## config.mk

```make
export PLATFORM = sky130hd
export DESIGN_NAME = memory_stage
export DESIGN_NICKNAME = d
export VERILOG_FILES = /design/src/verilog/core_defines.svh /design/src/verilog/core_pkg.sv /design/src/verilog/memory_stage.sv
export SDC_FILE = /design/constraint.sdc
export NUM_CORES = 1
export LEC_CHECK = 0
export BUFFER_PORTS_ARGS = -buffer_cell sky130_fd_sc_hd__buf_4
export CORE_AREA = 2 2 136 138
export DETAILED_ROUTE_END_ITERATION = 7
export DIE_AREA = 0 0 138 140
export SETUP_SLACK_MARGIN = 0.4
export SLEW_MARGIN = 25
export SYNTH_ARGS = -nofsm -noshare
export SYNTH_HDL_FRONTEND = slang
export SYNTH_SLANG_ARGS = --single-unit
```

## constraint.sdc

```tcl
create_clock -name clk -period 2.26 [get_ports clk]
set_input_delay 0.226 -clock clk [delete_from_list [all_inputs] [get_ports clk]]
set_output_delay 0.226 -clock clk [all_outputs]
set_load 0.01 [all_outputs]
```

## src/verilog/core_defines.svh

```systemverilog
`ifndef CORE_DEFINES_SVH
`define CORE_DEFINES_SVH

// Unified instruction and data RAM, in 32-bit words
`define CORE_MEM_WORDS 1024

// First fetch address out of reset
`define CORE_RESET_PC 32'h0000_0000

// ABI register a0, shown on the top-level status port
`define CORE_REG_A0 5'd10

`endif

```

## src/verilog/core_pkg.sv

```systemverilog
`default_nettype none

package core_pkg;

    typedef logic [31:0] word_t;
    typedef logic [4:0]  reg_idx_t;

    // RV32I major opcodes, instr[6:0]
    typedef enum logic [6:0] {
        OPC_OP     = 7'b0110011,
        OPC_OP_IMM = 7'b0010011,
        OPC_LUI    = 7'b0110111,
        OPC_LOAD   = 7'b0000011,
        OPC_STORE  = 7'b0100011,
        OPC_BRANCH = 7'b1100011,
        OPC_JAL    = 7'b1101111,
        OPC_SYSTEM = 7'b1110011
    } opcode_e;

    typedef enum logic [2:0] {
        ALU_ADD, ALU_SUB, ALU_AND, ALU_OR, ALU_XOR, ALU_SLT, ALU_PASS_B
    } alu_op_e;

    typedef enum logic [1:0] {RES_ALU, RES_MEM, RES_PC4} result_src_e;

    typedef enum logic [1:0] {FWD_NONE, FWD_M, FWD_W} fwd_sel_e;

    typedef struct packed {
        logic  valid;
        word_t pc;
        word_t instr;
    } fetch_pkt_t;

    // Decode to execute
    typedef struct packed {
        logic        valid;
        word_t       pc;
        reg_idx_t    rs1;
        reg_idx_t    rs2;
        reg_idx_t    rd;
        word_t       rs1_data;
        word_t       rs2_data;
        word_t       imm;
        alu_op_e     alu_op;
        logic        alu_src_imm;
        result_src_e result_src;
        logic        reg_write;
        logic        mem_read;
        logic        mem_write;
        logic        halt;
    } exec_pkt_t;

    // Execute to memory, reused for the W register
    typedef struct packed {
        logic        valid;
        word_t       pc;
        reg_idx_t    rd;
        word_t       alu_result;
        word_t       store_data;
        result_src_e result_src;
        logic        reg_write;
        logic        mem_read;
        logic        mem_write;
        logic        halt;
    } mem_pkt_t;

    typedef struct packed {
        logic     valid;   // Register write enable
        reg_idx_t rd;
        word_t    data;
    } wb_pkt_t;

    typedef struct packed {
        word_t addr;
        logic  we;
        word_t wdata;
    } mem_req_t;

endpackage

`default_nettype wire

```

## src/verilog/memory_stage.sv

```systemverilog
`timescale 1ns/1ps
`default_nettype none

module memory_stage (
    input  logic                clk,
    input  logic                reset,
    input  core_pkg::mem_pkt_t  mem_pkt,
    input  core_pkg::word_t     rdata,
    output logic                data_req,
    output core_pkg::mem_req_t  data_addr,
    output core_pkg::mem_pkt_t  m_pkt,
    output core_pkg::wb_pkt_t   wb,
    output logic                halted
);

    core_pkg::mem_pkt_t w_pkt;

    always_ff @(posedge clk) begin
        m_pkt <= mem_pkt;
        w_pkt <= m_pkt;
        if (reset) begin
            m_pkt.valid <= 1'b0;
            w_pkt.valid <= 1'b0;
            halted      <= 1'b0;
        end else if (m_pkt.valid && m_pkt.halt) begin
            halted <= 1'b1;    // Sticky, set as ECALL enters W
        end
    end

    assign data_req  = m_pkt.valid && (m_pkt.mem_read || m_pkt.mem_write);
    assign data_addr = '{addr: m_pkt.alu_result, we: m_pkt.mem_write, wdata: m_pkt.store_data};

    // Load data arrives on rdata one cycle after the M request
    always_comb begin
        wb.valid = w_pkt.valid && w_pkt.reg_write;
        wb.rd    = w_pkt.rd;
        case (w_pkt.result_src)
            core_pkg::RES_MEM: wb.data = rdata;
            core_pkg::RES_PC4: wb.data = w_pkt.pc + 32'd4;
            default:           wb.data = w_pkt.alu_result;
        endcase
    end

endmodule

`default_nettype wire

```

==> results_dict.tcl, run 1 <==
set metrics [dict create \
    drive_above_1_share_pct 56.1 \
    die_h_um 140 \
    hold_violations 0 \
    setup_violations 16 \
    crit_path_start_kind "flip-flop" \
    cp-end-kind "primary output" \
    wire_per_inst_um 17.5 \
    fin_crit_ns 2.45 \
    whs_ns 0.0332 \
    slew_viol_final 0 \
    crit_path_cell_trace "nand3_2 > or4_4 > buf_6 > nor4_4 > xnor2_2 > o21ai_2 > buf_4" \
    path_class "flip-flop to primary output" \
    maxCapViolations 0 \
    synth-simple-area-share_pct 7.62 \
    fillerInstances 1455 \
    tns_ns -1.38 \
    yosysMostFrequentCell "dfxtp_1" \
    worst-path-buf-inv 2 \
    grt_pass1_wl_um 28700 \
    drt_wl_total_um 19300 \
    die_area_mm2 0.0193 \
    whs_endpoint "m_pkt[107]$_SDFF_PP0_" \
    crit_slowest_cell "or4_4" \
    synth_flop_cell "dfxtp_1" \
    rr_startpoint "m_pkt[107]$_SDFF_PP0_" \
    status "finished with violations" \
    cp_slowest_stage_delay_ns 0.55 \
    grt_use_total_pct 19.2 \
    preCtsSetupSlack_ns 0.100 \
    worstPathArrival_ns 2.23 \
    dr.pass1.iters 4 \
    worst_slack_ns -0.193 \
    routabilityCongestion 0.775 \
    leakagePower_nw 4.69 \
    yosysTopAreaCellShare_pct 67.9 \
    avgSynthCellArea_um2 12.3 \
    grt_overflow 0 \
    power_density_mw_per_mm2 758 \
    worst_pin_slew_ns 0.386 \
    synth_seq_cells 182 \
    synth_nets 583 \
    num_antenna_cells 0 \
    start_util_pct 30.2 \
    async_flop_share_pct 0 \
    drtIter0Drc 153 \
    clock-sinks 182 \
    h-tree-depth 4 \
    synthCells 438 \
    synth_enable_flop_cells 0 \
    clk_pin_slew_ns 0.08 \
    antenna_found_initial 0 \
    synth_common_cells "dfxtp_1 (182), buf_4 (70), o21ai_0 (28), a22oi_1 (27), nand2_1 (17)" \
    placement.io_buffers 354 \
    violations "negative setup slack" \
    clock_path_buffers 2 \
    synth_compound_area_share_pct 8.16 \
    remaining_drc_errors 0 \
    r2r-end "halted$_SDFFE_PP0P_" \
    via_per_inst 4.26 \
    holdPathStages 2 \
    worstPathRequired_ns 2.03 \
    dpl.hpwl_um 13800 \
    hold_path.startpoint "mem_pkt[107]" \
    relSlewSlack_pct 74.0 \
    ant_nets 0 \
    fp.coreArea_mm2 0.0178 \
    syn_to_final_growth_pct 89.8 \
    synthMuxAreaShare_pct 0 \
    worstSkewPairLatency_ns 0.43 \
    vdd_drop_max_mv 0.555 \
    crit_fanout 4 \
    grt_pass1_vias 5223 \
    chipWidth_um 138 \
    vias 4704 \
    r2r_cells 2 \
    ios 355 \
    synthXorXnorAreaFrac_pct 4.40 \
    yosysUniqueCellTypes 34 \
    nets 1007 \
    synth_top_area_cell "dfxtp_1" \
    hold_path_class "primary input to flip-flop" \
    rsz0062_at_grt "true" \
    synth_area_leaders "dfxtp_1 (68%), buf_4 (9.8%), a22oi_1 (3.8%), o21ai_0 (2.6%), xor2_1 (2.4%)" \
    synth_area_mm2 0.00537 \
    synthAdderAreaFrac_pct 0.699 \
    synth_top_family_by_area "buffers and inverters" \
    worst-r2r-setup-slack_ns 1.62 \
    std_cell_rows 49 \
    startpoint "w_pkt[90]$_DFF_P_" \
    fmax_mhz 408 \
    fin_skew_ns 0.00740 \
    fin_util_pct 57.3 \
    seq_area_frac_synth_pct 67.9 \
    final_min_period_over_clock_period_pct 109 \
    cts_tree "yes" \
    yosys_warnings 0 \
    cts-root-buf "clkbuf_16" \
    grt_max_degree 20 \
    cts_inserted_buffers 17 \
    critPathTopFamily "simple AND/OR/NAND/NOR gates" \
]
## repair_timing
| action | 4_1_cts | 5_1_grt |
|---|---|---|
| setup endpoints to repair | 32 | 32 |
| buffers inserted | 6 | 4 |
| cloned | 2 | 1 |
| hold buffers | 108 | 0 |
| gates resized for setup | 85 | 39 |
| pin swaps | 23 | 23 |
| hold endpoints to repair | 110 | 0 |
## worst max path at each step
stage	to	slack [ns]	cells past startpoint
final	wb[30]	-0.19	7
after global routing	wb[30]	-0.28	7
after CTS	wb[21]	-0.25	7
after detailed placement	wb[22]	0.10	7
after global placement	wb[22]	0.14	7
after floorplan	wb[28]	0.34	6
## layout by cell type (no fill, tap or decap), types with 6 or more instances in the layout
cell type	n
a22oi_2	6
nand4_1	8
dfxtp_2	11
nand3_1	7
buf_6	9
clkbuf_16	18
buf_4	363
xnor2_2	6
xor2_1	15
o21ai_1	9
nand2_1	11
dlygate4sd3_1	108
dfxtp_4	7
o21ai_0	14
dfxtp_1	164
a22oi_1	21
## flip-flops by register name (all words and copies together), names as in the netlist
register and flops:
m_pkt 43, data_addr 65, halted 1, wb 5, w_pkt 68
## report_power, final
part           switching, W  internal [W]
Sequential         0.000129       0.00338
Combinational      0.000478      0.000713
Clock               0.00142       0.00160
Total               0.00203       0.00569
## worst register-to-register path: stages, from the launching register on
cell and delay (ns):
dfxtp_1 0.34, a21oi_1 0.15, nor2_1 0.05
## stage by stage
step,std cells,total power [W],area [um2]
floorplan,438,0.00390,5400
global placement,951,0.00446,7860
detailed placement,951,0.00447,7860
CTS,1099,0.00774,9940
global route,1104,0.00802,10200
finish,1104,0.00772,10200
## routing by layer
layer / up-vias / track usage (%) / wire length (um)
met5: - / 0 / 0
met4: 0 / 6.98 / 386
met3: 23 / 5.74 / 1180
met2: 203 / 35.6 / 10400
met1: 2208 / 20.8 / 7300
li1: 2270 / - / -
## cell type report
type / instances / area, um2 / share of cell area [%]
Timing Repair Buffer: 486 / 4040 / 39.6
Sequential cell: 182 / 3680 / 36.2
Multi-Input combinational cell: 167 / 1540 / 15.1
Clock buffer: 18 / 429 / 4.21
Tap cell: 229 / 287 / 2.81
Clock inverter: 14 / 179 / 1.76
Inverter: 8 / 33.8 / 0.332
## cells by family after synthesis
family                   Yosys count
XOR/XNOR                          27
flip-flops                       182
adder cells (fa/ha/maj)            3
AND/OR/NAND/NOR                   68
AO/OA/AOI/OAI                     69
buffers and inverters             89
(Power assumes the default switching activity.)
==> inputs of run 2 (changes only) <==
--- a/config.mk
+++ b/config.mk
@@ -7,7 +7,8 @@
 export LEC_CHECK = 0
 export BUFFER_PORTS_ARGS = -buffer_cell sky130_fd_sc_hd__buf_4
-export CORE_AREA = 2 2 136 138
+export CORE_AREA = 2 2 138 140
+export CTS_BUF_LIST = sky130_fd_sc_hd__clkbuf_16
 export DETAILED_ROUTE_END_ITERATION = 7
-export DIE_AREA = 0 0 138 140
+export DIE_AREA = 0 0 140 142
 export SETUP_SLACK_MARGIN = 0.4
 export SLEW_MARGIN = 25
==> constraint.sdc (replaced) <==
create_clock -name clk -period 2.26 [get_ports clk]
set_input_delay 0.113 -clock clk [delete_from_list [all_inputs] [get_ports clk]]
set_output_delay 0.113 -clock clk [all_outputs]
set_load 0.01 [all_outputs]
==> run 2 against run 1 <==
Against the previous run:
- the flow finishes with violations (design-rule violations, negative setup slack)
- via count is 0.79% lower
- clock skew grew 0.0023 ns
- worst setup slack improved by 0.11 ns
- non-clock buffer count grew 6
- clock power is 3% lower
- critical path type unchanged
- largest power group unchanged
==> results_dict.tcl, run 2 (synthesis results as in run 1) <==
set metrics [dict create \
    dpl.hpwl_um 13100 \
    drtIter0Drc 182 \
    grt_pass1_vias 4785 \
    dr.pass1.iters 7 \
    worstSkewPairLatency_ns 0.43 \
    crit_fanout 5 \
    r2r_cells 2 \
    die_area_mm2 0.0199 \
    largest-register "w_pkt" \
    crit_path_start_kind "flip-flop" \
    r2r-end "halted$_SDFFE_PP0P_" \
    grt_pass1_wl_um 26700 \
    worstPathArrival_ns 2.23 \
    crit_path_cell_trace "inv_2 > or4_4 > buf_6 > nor4_4 > xnor2_1 > o21ai_1 > buf_4" \
    crit_slowest_cell "or4_4" \
    hold_path_class "primary input to flip-flop" \
    cts-root-buf "clkbuf_16" \
    final_cell_mix "buf_4 (368), dfxtp_1 (164), dlygate4sd3_1 (109)" \
    holdPathStages 2 \
    final-seq-area_mm2 0.00368 \
    drive_above_1_share_pct 54.5 \
    final_min_period_over_clock_period_pct 104 \
    dp.cells 957 \
    setup_violations 4 \
    fmax_mhz 427 \
    grt_overflow 0 \
    ant_nets 0 \
    worst_slack_ns -0.0842 \
    slew_viol_final 0 \
    fin_cells 1114 \
    final_common_cell "buf_4" \
    largest_register_ff_count 68 \
    cp-end-kind "primary output" \
    path_class "flip-flop to primary output" \
    cp_slowest_stage_delay_ns 0.58 \
    clock-sinks 182 \
    start_util_pct 29.1 \
    std_cell_rows 50 \
    cts_tree "yes" \
    hold_violations 0 \
    grt_use_total_pct 17.8 \
    fp.coreArea_mm2 0.0185 \
    remaining_drc_errors 12 \
    antenna_found_initial 0 \
    fin_util_pct 54.7 \
    ios 355 \
    vias 4667 \
    violations "design-rule violations, negative setup slack" \
    fin_crit_ns 2.34 \
    num_antenna_cells 0 \
    placement.io_buffers 354 \
    rsz0062_at_grt "true" \
    whs_endpoint "data_addr[51]$_DFF_P_" \
    chipWidth_um 140 \
    power_density_mw_per_mm2 751 \
    leakagePower_nw 4.64 \
    worst-r2r-setup-slack_ns 1.61 \
    fin_skew_ns 0.00971 \
    fillerInstances 1582 \
    rr_startpoint "m_pkt[107]$_SDFF_PP0_" \
    grt_max_degree 27 \
    maxCapViolations 0 \
    h-tree-depth 4 \
    worst_pin_slew_ns 0.369 \
    worstPathRequired_ns 2.15 \
    via_per_inst 4.19 \
    vdd_drop_max_mv 0.464 \
    nets 1013 \
    clk_pin_slew_ns 0.08 \
    wire_per_inst_um 16.6 \
    syn_to_final_growth_pct 88.0 \
    die_h_um 142 \
    whs_ns 0.318 \
    clock_path_buffers 2 \
    multiInputGateArea_mm2 0.00145 \
    cts_inserted_buffers 17 \
    status "finished with violations" \
    relSlewSlack_pct 75.2 \
    routabilityCongestion 0.780 \
    drt_wl_total_um 18500 \
    hold_path.startpoint "mem_pkt[56]" \
]
run 2: changes by cell type in the layout (fill, tap and decap cells not counted), sizes merged:
cell         change
buf              +4
clkinv           -1
clkinvlp         +2
dlygate4sd3      +1
inv              -1
run 2: cell type report:
class	instances	area share (%)
Inverter	8	0.322
Clock inverter	14	1.61
Tap cell	234	2.90
Sequential cell	182	36.4
Timing Repair Buffer	492	40.1
Multi-Input combinational cell	167	14.4
Clock buffer	17	4.21
run 2: power by group:
part / internal (W) / switching, W / total [W]
clock network: 0.00157 / 0.00137 / 0.00294
logic: 0.000691 / 0.000453 / 0.00114
registers: 0.00338 / 0.000123 / 0.00350
run 2: per-layer routing:
layer	up-vias	share of wire, %	GRT usage, %
met5	-	0	0
met4	0	1.2	5.37
met3	14	6.5	5.45
met2	185	54	32.4
met1	2185	39	20.2
li1	2283	-	-
run 2: stage by stage:
step	setup TNS, ns	area (um2)	total power (W)	setup WS (ns)
after floorplan	0	5380	0.00390	0.415
after CTS	-0.669	9880	0.00762	-0.114
final	-0.240	10100	0.00759	-0.0842
after detailed placement	0	7850	0.00446	0.159
after global placement	0	7850	0.00446	0.156
after global routing	-1.19	10100	0.00789	-0.191
run 2: what timing repair did:
item | 4_1_cts | 5_1_grt
setup endpoints to repair | 32 | 32
pin swaps | 21 | 18
resized for setup | 77 | 37
endpoints found under the hold margin | 110 | 0
cloned | 2 | 1
setup buffers | 11 | 3
hold buffers | 109 | 0
run 2: worst max path at each step:
stage	start	end	slack [ns]	depth (start not counted)
CTS	w_pkt[85]$_DFF_P_	wb[26]	-0.11	7
global route	w_pkt[88]$_DFF_P_	wb[30]	-0.19	7
detailed placement	w_pkt[90]$_DFF_P_	wb[18]	0.16	7
finish	w_pkt[86]$_DFF_P_	wb[26]	-0.08	7
global placement	w_pkt[88]$_DFF_P_	wb[18]	0.16	7
floorplan	w_pkt[87]$_DFF_P_	wb[20]	0.41	6
run 2: worst max-delay path: cells and delay by family (launching register included):
kind	cells	cell delay, ns
buffers and inverters	3	0.37
AO/OA/AOI/OAI	1	0.08
AND/OR/NAND/NOR	2	0.86
XOR/XNOR	1	0.17
flip-flops	1	0.33
